[config.mk]
export PLATFORM = sky130hd
export DESIGN_NAME = cl_dram_scrb_top
export DESIGN_NICKNAME = d
export VERILOG_FILES = /design/src/cl_dram_pkg.sv /design/src/cl_dram_scrb_top.sv /design/src/cl_scrb_status.sv /design/src/ddr_scrubber.sv /design/src/cl_scrb_ctl.sv
export VERILOG_INCLUDE_DIRS = /design/src
export SDC_FILE = /design/constraint.sdc
export NUM_CORES = 1
export LEC_CHECK = 0
export BUFFER_PORTS_ARGS = -buffer_cell sky130_fd_sc_hd__buf_4
export CORE_ASPECT_RATIO = 1.75
export CORE_MARGIN = 3
export CORE_UTILIZATION = 50
export CTS_CLUSTER_SIZE = 10
export DETAILED_ROUTE_END_ITERATION = 7
export PLACE_DENSITY = 0.68
export SLEW_MARGIN = 20
export SYNTH_ARGS = -nofsm -noshare
export SYNTH_HDL_FRONTEND = slang
export SYNTH_HIERARCHICAL = 1
export SYNTH_SLANG_ARGS = --single-unit
[constraint.sdc]
create_clock -name clk -period 8.8 [get_ports clk]
set_clock_uncertainty 0.05 [all_clocks]
set_input_delay 0.44 -clock clk [delete_from_list [all_inputs] [get_ports clk]]
set_output_delay 0.44 -clock clk [all_outputs]
set_load 0.1 [all_outputs]
[src/cl_dram_defines.svh]
`ifndef CL_DRAM_DEFINES_SVH
`define CL_DRAM_DEFINES_SVH

// Fixed readout values
`define CL_VERSION 32'hee_ee_ee_00
`define CL_ID0     32'h1d50_6789
`define CL_ID1     32'h1d51_fedc

// Last byte covered by each scrubber
`define SCRB_MAX_ADDR 64'h0000_0000_0000_1FFF

// Beats per scrub burst minus one, 64-byte beats
`define SCRB_BURST_LEN_MINUS1 15

// Channel index order is A, B, D, C
`define NUM_DDR 4

`endif
[src/cl_dram_pkg.sv]
`include "cl_dram_defines.svh"

package cl_dram_pkg;

   // Byte address into one DDR channel
   typedef logic [63:0] ddr_addr_t;

   // One bit per channel index
   typedef logic [`NUM_DDR-1:0] ddr_mask_t;

   // -------------------------------------------------------------------------
   // Scrubber state and per-channel status
   // -------------------------------------------------------------------------
   typedef enum logic [2:0]
   {
      SCRB_IDLE = 3'd0,
      SCRB_RUN  = 3'd1,
      SCRB_DONE = 3'd2
   } scrb_state_t;

   typedef struct packed
   {
      scrb_state_t state;
      ddr_addr_t   addr;
      logic        done;
   } scrb_stat_t;

   // -------------------------------------------------------------------------
   // Decoded control word
   // -------------------------------------------------------------------------
   typedef struct packed
   {
      logic       dbg_en;
      logic [2:0] dbg_sel;
      ddr_mask_t  en;
   } scrb_ctl_t;

endpackage

[src/cl_dram_scrb_top.sv]
`include "cl_dram_defines.svh"

module cl_dram_scrb_top
(
   input  logic                   clk,
   input  logic                   sync_rst_n,
   input  logic [31:0]            ctl0,
   input  cl_dram_pkg::ddr_mask_t ddr_is_ready,
   input  logic                   flr_assert,
   output logic [31:0]            status0,
   output logic [31:0]            status1,
   output logic [31:0]            id0,
   output logic [31:0]            id1,
   output logic                   flr_done
);

   cl_dram_pkg::scrb_ctl_t                  ctl;
   cl_dram_pkg::ddr_mask_t                  ddr_ready;
   cl_dram_pkg::scrb_stat_t [`NUM_DDR-1:0]  scrb;

   cl_scrb_ctl u_ctl
   (
      .clk          (clk),
      .sync_rst_n   (sync_rst_n),
      .ctl0         (ctl0),
      .ddr_is_ready (ddr_is_ready),
      .flr_assert   (flr_assert),
      .ctl          (ctl),
      .ddr_ready    (ddr_ready),
      .flr_done     (flr_done)
   );

   // --------------------------------------------------------------------------
   // One scrubber per channel, index order A, B, D, C
   // --------------------------------------------------------------------------
   for (genvar i = 0; i < `NUM_DDR; i++)
   begin : g_scrb
      ddr_scrubber
      #(
         .MAX_ADDR         (`SCRB_MAX_ADDR),
         .BURST_LEN_MINUS1 (`SCRB_BURST_LEN_MINUS1)
      )
      u_scrb
      (
         .clk        (clk),
         .sync_rst_n (sync_rst_n),
         .enable     (ctl.en[i]),
         .stat       (scrb[i])
      );
   end

   cl_scrb_status u_status
   (
      .clk        (clk),
      .sync_rst_n (sync_rst_n),
      .ctl        (ctl),
      .ddr_ready  (ddr_ready),
      .scrb       (scrb),
      .status0    (status0),
      .status1    (status1),
      .id0        (id0),
      .id1        (id1)
   );

endmodule

[src/cl_scrb_status.sv]
`include "cl_dram_defines.svh"

module cl_scrb_status
(
   input  logic                                 clk,
   input  logic                                 sync_rst_n,
   input  cl_dram_pkg::scrb_ctl_t               ctl,
   input  cl_dram_pkg::ddr_mask_t               ddr_ready,
   input  cl_dram_pkg::scrb_stat_t [`NUM_DDR-1:0] scrb,
   output logic [31:0]                          status0,
   output logic [31:0]                          status1,
   output logic [31:0]                          id0,
   output logic [31:0]                          id1
);

   import cl_dram_pkg::*;

   ddr_mask_t   done_vec;
   ddr_addr_t   sel_addr;
   logic [31:0] status0_d;

   always_comb
   begin
      for (int i = 0; i < `NUM_DDR; i++)
      begin
         done_vec[i] = scrb[i].done;
      end
   end

   // Debug address select, out of range values fall back to index 0
   always_comb
   begin
      case (ctl.dbg_sel)
         3'd1:    sel_addr = scrb[1].addr;
         3'd2:    sel_addr = scrb[2].addr;
         3'd3:    sel_addr = scrb[3].addr;
         default: sel_addr = scrb[0].addr;
      endcase
   end

   // --------------------------------------------------------------------------
   // Status word
   // --------------------------------------------------------------------------
   always_comb
   begin
      if (ctl.dbg_en)
      begin
         status0_d = {1'b0, scrb[3].state, 1'b0, scrb[2].state,
                      1'b0, scrb[1].state, 1'b0, scrb[0].state,
                      8'd0, done_vec, ddr_ready};
      end
      else
      begin
         status0_d = {20'ha1111, 4'd0, done_vec, ddr_ready};
      end
   end

   always_ff @(posedge clk or negedge sync_rst_n)
   begin
      if (!sync_rst_n)
      begin
         status0 <= '0;
         id0     <= '0;
         id1     <= '0;
      end
      else
      begin
         status0 <= status0_d;
         id0     <= ctl.dbg_en ? sel_addr[31:0]  : `CL_ID0;
         id1     <= ctl.dbg_en ? sel_addr[63:32] : `CL_ID1;
      end
   end

   assign status1 = `CL_VERSION;

endmodule

[src/ddr_scrubber.sv]
`include "cl_dram_defines.svh"

module ddr_scrubber
#(
   parameter cl_dram_pkg::ddr_addr_t MAX_ADDR         = `SCRB_MAX_ADDR,
   parameter int                     BURST_LEN_MINUS1 = `SCRB_BURST_LEN_MINUS1
)
(
   input  logic                    clk,
   input  logic                    sync_rst_n,
   input  logic                    enable,
   output cl_dram_pkg::scrb_stat_t stat
);

   import cl_dram_pkg::*;

   localparam int        BEAT_BYTES = 64;
   localparam ddr_addr_t BURST_STEP = ddr_addr_t'((BURST_LEN_MINUS1 + 1) * BEAT_BYTES);

   scrb_state_t state_q;
   ddr_addr_t   addr_q;
   ddr_addr_t   next_addr;
   logic        done_q;

   assign next_addr = addr_q + BURST_STEP;

   // --------------------------------------------------------------------------
   // Scrub FSM and burst address walk
   // --------------------------------------------------------------------------
   always_ff @(posedge clk or negedge sync_rst_n)
   begin
      if (!sync_rst_n)
      begin
         state_q <= SCRB_IDLE;
         addr_q  <= '0;
         done_q  <= 1'b0;
      end
      else if (!enable)
      begin
         // Dropping the enable aborts or clears a finished scrub
         state_q <= SCRB_IDLE;
         addr_q  <= '0;
         done_q  <= 1'b0;
      end
      else
      begin
         case (state_q)
            SCRB_IDLE:
            begin
               state_q <= SCRB_RUN;
               addr_q  <= '0;
            end
            SCRB_RUN:
            begin
               if (next_addr > MAX_ADDR)
               begin
                  state_q <= SCRB_DONE;
                  done_q  <= 1'b1;
               end
               else
               begin
                  addr_q <= next_addr;
               end
            end
            SCRB_DONE:
            begin
               // Hold the last burst address until the enable drops
               state_q <= SCRB_DONE;
            end
            default:
            begin
               state_q <= SCRB_IDLE;
               addr_q  <= '0;
               done_q  <= 1'b0;
            end
         endcase
      end
   end

   assign stat = '{state: state_q, addr: addr_q, done: done_q};

endmodule

[src/cl_scrb_ctl.sv]
`include "cl_dram_defines.svh"

module cl_scrb_ctl
(
   input  logic                   clk,
   input  logic                   sync_rst_n,
   input  logic [31:0]            ctl0,
   input  cl_dram_pkg::ddr_mask_t ddr_is_ready,
   input  logic                   flr_assert,
   output cl_dram_pkg::scrb_ctl_t ctl,
   output cl_dram_pkg::ddr_mask_t ddr_ready,
   output logic                   flr_done
);

   import cl_dram_pkg::*;

   scrb_ctl_t ctl_d;
   logic      flr_q;

   // --------------------------------------------------------------------------
   // Control word decode
   // --------------------------------------------------------------------------
   // Bit 31 debug enable, bits 30:28 debug memory select,
   // bits 3:0 scrub enables in channel index order
   always_comb
   begin
      ctl_d.dbg_en  = ctl0[31];
      ctl_d.dbg_sel = ctl0[30:28];
      ctl_d.en      = ctl0[`NUM_DDR-1:0];
   end

   always_ff @(posedge clk or negedge sync_rst_n)
   begin
      if (!sync_rst_n)
      begin
         ctl       <= '0;
         ddr_ready <= '0;
      end
      else
      begin
         ctl       <= ctl_d;
         ddr_ready <= ddr_is_ready;
      end
   end

   // --------------------------------------------------------------------------
   // FLR response
   // --------------------------------------------------------------------------
   // Pulses every other cycle while the request is held
   always_ff @(posedge clk or negedge sync_rst_n)
   begin
      if (!sync_rst_n)
      begin
         flr_q    <= 1'b0;
         flr_done <= 1'b0;
      end
      else
      begin
         flr_q    <= flr_assert;
         flr_done <= flr_q && !flr_done;
      end
   end

endmodule

### Word-level counts from Yosys, hierarchy flattened

Index checks and enable logic that the tools add are counted.

| cells by class | value |
|---|---|
| reduce and logical (&&, ||, !) cells | 18 |
| add/subtract/negate cells | 4 |
| muxes and demuxes | 40 |
| order comparisons | 4 |
| bitwise logic cells | 0 |
| shift-type cells | 0 |
| multiply operators | 0 |
| equality and inequality tests | 27 |
| divide/modulo/power cells | 0 |

Operators with widths:

| kind | number |
|---|---|
| $mux W64 | 8 |
| $pmux W64 S2 | 4 |
| $add A64 B11 Y64 const B | 4 |
| $gt A64 B13 Y1 const B | 4 |
| $pmux W64 S3 | 1 |
| $mux W32 | 3 |
| $pmux W3 S3 | 4 |
| $mux W3 | 8 |
| $eq A3 B2 Y1 const B | 6 |
| $ne A2 B2 Y1 const B | 8 |
| $reduce_and A2 Y1 | 8 |
| $eq A3 B1 Y1 const B | 5 |
| $logic_not A3 Y1 | 4 |
| $ne A3 B2 Y1 const B | 4 |
| $ne A3 B3 Y1 const B | 4 |
| $mux W1 | 8 |
| $pmux W1 S2 | 4 |
| $reduce_or A2 Y1 | 4 |
| $logic_and A1 B1 Y1 | 1 |
| $logic_not A1 Y1 | 1 |

| storage, ports and cells | value |
|---|---|
| word-level logic and storage cells | 114 |
| ROM bits | 0 |
| bits in latches | 0 |
| bits of input ports | 39 |
| memories | 0 |
| output and inout bits | 129 |
| RAM bits | 0 |
| bits in registers | 382 |

### Longest topological paths before layout

| depth | value |
|---|---|
| depth in word-level cells | 5 |
| mapped depth | 13 |
| mapped depth without buffers | 10 |

### Hierarchy

Netlist, hierarchy kept.

By module, submodules not included:

| module | instances | area each (um^2) | cells each |
|---|---|---|---|
| ddr_scrubber at g_scrb[1].u_scrb ... | 2 | 4255.3 | 446 |
| cl_scrb_status | 1 | 4586.9 | 449 |
| ddr_scrubber at g_scrb[2].u_scrb | 1 | 3967.6 | 439 |
| ddr_scrubber at g_scrb[0].u_scrb | 1 | 3922.5 | 435 |
| cl_scrb_ctl | 1 | 364.1 | 15 |

### Least setup slack after synthesis

No wires, ideal clock.

| timing path | value |
|---|---|
| path kind | register -> register |
| start | register g_scrb[2].u_scrb.addr_q[11] |
| end | register g_scrb[2].u_scrb.addr_q[13] |
| cell stages (with the launch flop) | 14 |
| clock period less this slack | 3.527 ns |
| data arrival time | 3.333 ns |
| setup time | 0.144 ns |
| setup slack | 5.273 ns |
| cells stage by stage | dfrtp_1 -> ha_1 -> buf_4 -> nand4_2 -> or4_1 -> buf_6 -> nor4_4 -> mux2i_1 -> or4_4 -> nor4_4 -> a31o_1 -> buf_6 -> buf_12 -> a21oi_2 |

| between the ends | value |
|---|---|
| longest elaborated chain between the ends | 4 |

Ends and longest elaborated chain:

| element | line | text |
|---|---|---|
| start, declared | ddr_scrubber.sv:21 | `ddr_addr_t addr_q;` |
| start signal, assigned | ddr_scrubber.sv:62 | `addr_q <= next_addr;` |
| $add A64 B11 Y64 (*) | ddr_scrubber.sv:25 | `assign next_addr = addr_q + BURST_STEP;` |
| $gt A64 B13 Y1 or $mux W64 (tied branches) | ddr_scrubber.sv:55 | `if (next_addr > MAX_ADDR)` |
| $ne A3 B3 Y1 (no line) or $pmux W64 S2 (tied branches) | n/a |  |
| $reduce_and A2 Y1 (no line) or $mux W64 (tied branches) | n/a |  |

Every way passes the cells marked *; elsewhere a longest branch is shown, timed or not. The select of a mux whose other input is x is not followed.
A chain may end at the register's enable or synchronous reset.

### Final worst setup path

| timing path | value |
|---|---|
| start | register g_scrb[1].u_scrb.addr_q[12] |
| end | register g_scrb[1].u_scrb.addr_q[39] |

| between the ends | value |
|---|---|
| longest elaborated chain between the ends | 4 |

Ends and longest elaborated chain:

| element | line |
|---|---|
| start, declared | ddr_scrubber.sv:21 |
| start signal, assigned | ddr_scrubber.sv:62 |
| $add A64 B11 Y64 (*) | ddr_scrubber.sv:25 |
| $gt A64 B13 Y1 or $mux W64 (tied branches) | ddr_scrubber.sv:55 |
| $ne A3 B3 Y1 (no line) or $pmux W64 S2 (tied branches) | n/a |
| $reduce_and A2 Y1 (no line) or $mux W64 (tied branches) | n/a |

Marked as above.

==> load_flow_metrics.sql <==
INSERT INTO impl_metrics (metric_group, metric, value, unit) VALUES
('clock_network', 'cts_hold_buf', '14', ''),
('die', 'start_util', '50.8', '%'),
('critical_path', 'rr_endpoint', 'g_scrb[1].u_scrb/addr_q[39]$_DFFE_PN0P_', ''),
('job', 'max_cap_violations', '0', ''),
('place', 'dpl_cell_area', '21200', 'um2'),
('power_and_ir_drop', 'power.ir.vdd_worst', '0.265', 'mV'),
('logic_synthesis', 'avgSynthCellArea', '9.57', 'um2'),
('clock_network', 'tritoncts.num_buffers', '39', ''),
('grt', 'antenna_found_initial', '0', ''),
('critical_path', 'crit_path_start_kind', 'register', ''),
('critical_path', 'r2r_start', 'g_scrb[1].u_scrb/addr_q[12]$_DFFE_PN0P_', ''),
('grt', 'first_pass_grt_wire_length', '102000', 'um'),
('sta', 'final-hold-violation-count', '0', ''),
('critical_path', 'critical_path_class', 'reg -> reg', ''),
('cells_and_area', 'post_layout_nets', '2292', ''),
('place', 'gp_congestion', '1.01', ''),
('logic_synthesis', 'post_synth_instance_area', '21400', 'um2'),
('logic_synthesis', 'synth_seq_area_share', '38.3', '%'),
('worst_hold_path', 'worst_hold_path.num_cells', '0', ''),
('sta', 'whs', '291', 'ps'),
('critical_path', 'rrSetupSlack', '3780', 'ps'),
('cells_and_area', 'post-route-cell-area', '22400', 'um2'),
('cells_and_area', 'diodes', '0', ''),
('sta', 'setup_violations', '0', ''),
('logic_synthesis', 'postSynth.topFlopCell', 'dfrtp_1', ''),
('clock_network', 'clock_tree_from_tritoncts', 'built', ''),
('logic_synthesis', 'yosysWarningCount', '6', ''),
('route', 'iteration_0_drc_count_of_the_detailed_router', '1368', ''),
('critical_path', 'path_max_fanout', '28', ''),
('die', 'rows', '99', ''),
('die', 'core_region_area', '42000', 'um2'),
('grt', 'grt.overflow.total', '0', ''),
('critical_path', 'endpoint_kind', 'register', ''),
('grt', 'groute.usage.overall', '29.0', '%'),
('route', 'detailroute.via_count', '17300', ''),
('worst_hold_path', 'hold_path_startpoint', 'u_ctl/ddr_ready[3]$_DFF_PN0_', ''),
('cells_and_area', 'area_growth_syn_to_layout', '4.77', '%'),
('route', 'routed_wl', '66700', 'um'),
('clock_network', 'clock_tree.buffer_depth', '3', ''),
('critical_path', 'worst-endpoint-required', '9130', 'ps'),
('sta', 'rsz_0062_raised_after_global_routing', 'no', ''),
('clock_network', 'path_clk_slew', '50', 'ps'),
('sta', 'achievable-frequency', '0.199', 'GHz'),
('die', 'pin_count', '168', ''),
('die', 'dieHeight', '279', 'um'),
('die', 'chipWidth', '162', 'um'),
('route', 'final_antenna_net_count', '0', ''),
('logic_synthesis', 'syn-instance-count', '2230', ''),
('die', 'dieArea', '45300', 'um2'),
('clock_network', 'h-tree-depth', '2', ''),
('critical_path', 'critPathLaunch', 'g_scrb[1].u_scrb/addr_q[12]$_DFFE_PN0P_', ''),
('route', 'drt_pass1_iterations', '7', ''),
('logic_synthesis', 'ys_ff_latch', '327', ''),
('sta', 'timing_worst_slew_pin_value', '1000', 'ps'),
('sta', 'final.min_clock_period', '5020', 'ps'),
('power_and_ir_drop', 'static-leakage-power', '8.47', 'nW'),
('sta', 'final.period_utilization', '57.0', '%'),
('critical_path', 'endpoint_of_the_worst_setup_timing_path', 'g_scrb[1].u_scrb/addr_q[39]$_DFFE_PN0P_', ''),
('place', 'place_hpwl', '49100', 'um'),
('cells_and_area', 'fillers', '3818', ''),
('clock_network', 'cts_setup_buffers', '0', ''),
('critical_path', 'timing.reg2reg.worst_path_depth', '10', ''),
('clock_network', 'clock_insertion_delay_worst_skew', '540', 'ps'),
('sta', 'fin_tns_setup', '0', 'ps'),
('cells_and_area', 'layout.core_utilization', '53.3', '%'),
('power_and_ir_drop', 'p_per_area', '175', 'nW/um2'),
('logic_synthesis', 'synth.distinct_cells', '108', ''),
('status', 'outcome', 'finished clean', ''),
('sta', 'timing_max_transition_violations_final', '0', ''),
('route', 'drc', '0', ''),
('worst_hold_path', 'min_path_type', 'reg -> reg', '');
==> flip-flops by register name, indices dropped and copies added (netlist names) <==
name                   cells
g_scrb.u_scrb/done_q       4
g_scrb.u_scrb/state_q      8
u_status/status0          21
u_ctl/flr_q                1
u_ctl/flr_done             1
g_scrb.u_scrb/addr_q     216
u_status/id0              32
u_ctl/ctl                  8
u_status/id1              32
u_ctl/ddr_ready            4
==> worst min path at each step <==
stage / slack [ps] / endpoint
after global routing: 310 / u_status/status0[3]$_DFF_PN0_
after global placement: 280 / u_status/status0[3]$_DFF_PN0_
after detailed placement: 280 / u_status/status0[3]$_DFF_PN0_
after floorplan: 90 / g_scrb[0].u_scrb/addr_q[10]$_DFFE_PN0P_
final: 290 / u_status/status0[3]$_DFF_PN0_
after CTS: 290 / u_status/status0[3]$_DFF_PN0_
==> layer usage <==
metal  vias up  part of all wire, %  GRT usage [%]
met3       215                  4.6           3.25
met1      8491                   35           31.0
met4         0                  7.9           19.1
li1       7993                    -              -
met5         -                    0              0
met2       644                   52           53.1
==> cell type report <==
class	count	area [um2]	share of cell area [%]
Timing Repair Buffer	130	1030	4.61
Clock inverter	4	35.0	0.157
Tap cell	555	694	3.10
Clock buffer	47	1020	4.54
Sequential cell	327	8200	36.6
Inverter	83	313	1.40
Multi-Input combinational cell	1652	11100	49.5
==> cells in the final DEF (no fill, tap or decap), drive strengths merged, types with 17 or more instances in the layout <==
master / Yosys / final
a211oi: 60 / 60
a21oi: 179 / 179
a22oi: 33 / 33
and2: 18 / 18
and3: 28 / 28
and4: 28 / 28
buf: 170 / 116
clkbuf: 66 / 47
conb: 6 / 86
dfrtp: 327 / 327
ha: 20 / 20
inv: 79 / 85
mux2: 75 / 75
mux2i: 23 / 23
nand2: 272 / 272
nand3: 142 / 142
nand4: 99 / 99
nor2: 97 / 97
nor3: 53 / 53
nor4: 58 / 58
o211ai: 19 / 19
o21ai: 66 / 66
o22ai: 34 / 34
or3: 17 / 17
or4: 26 / 26
xnor2: 29 / 29
==> worst max-delay path, cell delays in order (launching register included) <==
cell and delay [ps]:
dfrtp_1 580, nand3_2 290, nor4_2 670, nand4_1 220
mux2_2 280, nand4_1 140, or4_4 570, nor4_4 520
a21bo_2 810, buf_4 560, a21oi_1 130
==> cell usage after synthesis (15+ instances only) <==
| cell | number | area [um2] |
|---|---|---|
| and3_1 | 21 | 131 |
| o21ai_1 | 15 | 75.1 |
| buf_6 | 25 | 282 |
| o21ai_0 | 50 | 250 |
| buf_4 | 106 | 796 |
| o211ai_1 | 19 | 143 |
| nor4_1 | 44 | 275 |
| dfrtp_1 | 327 | 8180 |
| clkbuf_1 | 50 | 188 |
| and2_1 | 16 | 100 |
| mux2i_1 | 23 | 230 |
| nor3_1 | 51 | 255 |
| a211oi_2 | 21 | 263 |
| a22oi_1 | 33 | 248 |
| nand2_1 | 272 | 1020 |
| inv_1 | 78 | 293 |
| mux2_2 | 74 | 833 |
| o22ai_1 | 34 | 213 |
| a211oi_1 | 39 | 293 |
| nand4_1 | 95 | 594 |
| ha_1 | 20 | 250 |
| a21oi_2 | 150 | 1310 |
| buf_2 | 21 | 105 |
| nor4b_1 | 15 | 131 |
| or4_1 | 16 | 120 |
| nor2_1 | 97 | 364 |
| buf_12 | 15 | 300 |
| a21oi_1 | 29 | 145 |
| and4_1 | 23 | 201 |
| nand3_1 | 131 | 656 |
| xnor2_1 | 29 | 254 |
==> per-stage QoR <==
step                worst slack [ps]  instances
global placement                3970       2733
finish                          3780       2798
floorplan                       5270       2310
detailed placement              3860       2733
global route                    3580       2798
CTS                             3860       2798
==> report_power, final <==
group | leakage [nW] | internal, mW | switching, mW
Combinational | 3.56 | 0.186 | 0.679
Sequential | 4.39 | 1.56 | 0.0682
Clock | 0.514 | 0.807 | 0.612
Total | 8.47 | 2.55 | 1.36
==> kinds of logic (layout without fill, tap and decap cells) <==
logic type / after synthesis / count (layout) / share of synthesized area [%]
buffers and inverters: 331 / 264 / 11.3
xor gates and xnor gates: 43 / 43 / 1.76
adders and majority gates: 20 / 20 / 1.17
AOI/OAI and AO/OA: 497 / 497 / 18.4
DFF: 327 / 327 / 38.3
muxes: 98 / 98 / 5.03
other: 6 / 86 / 0.105
and+or+nand+nor: 908 / 908 / 24.0
(Power assumes the default switching activity.)
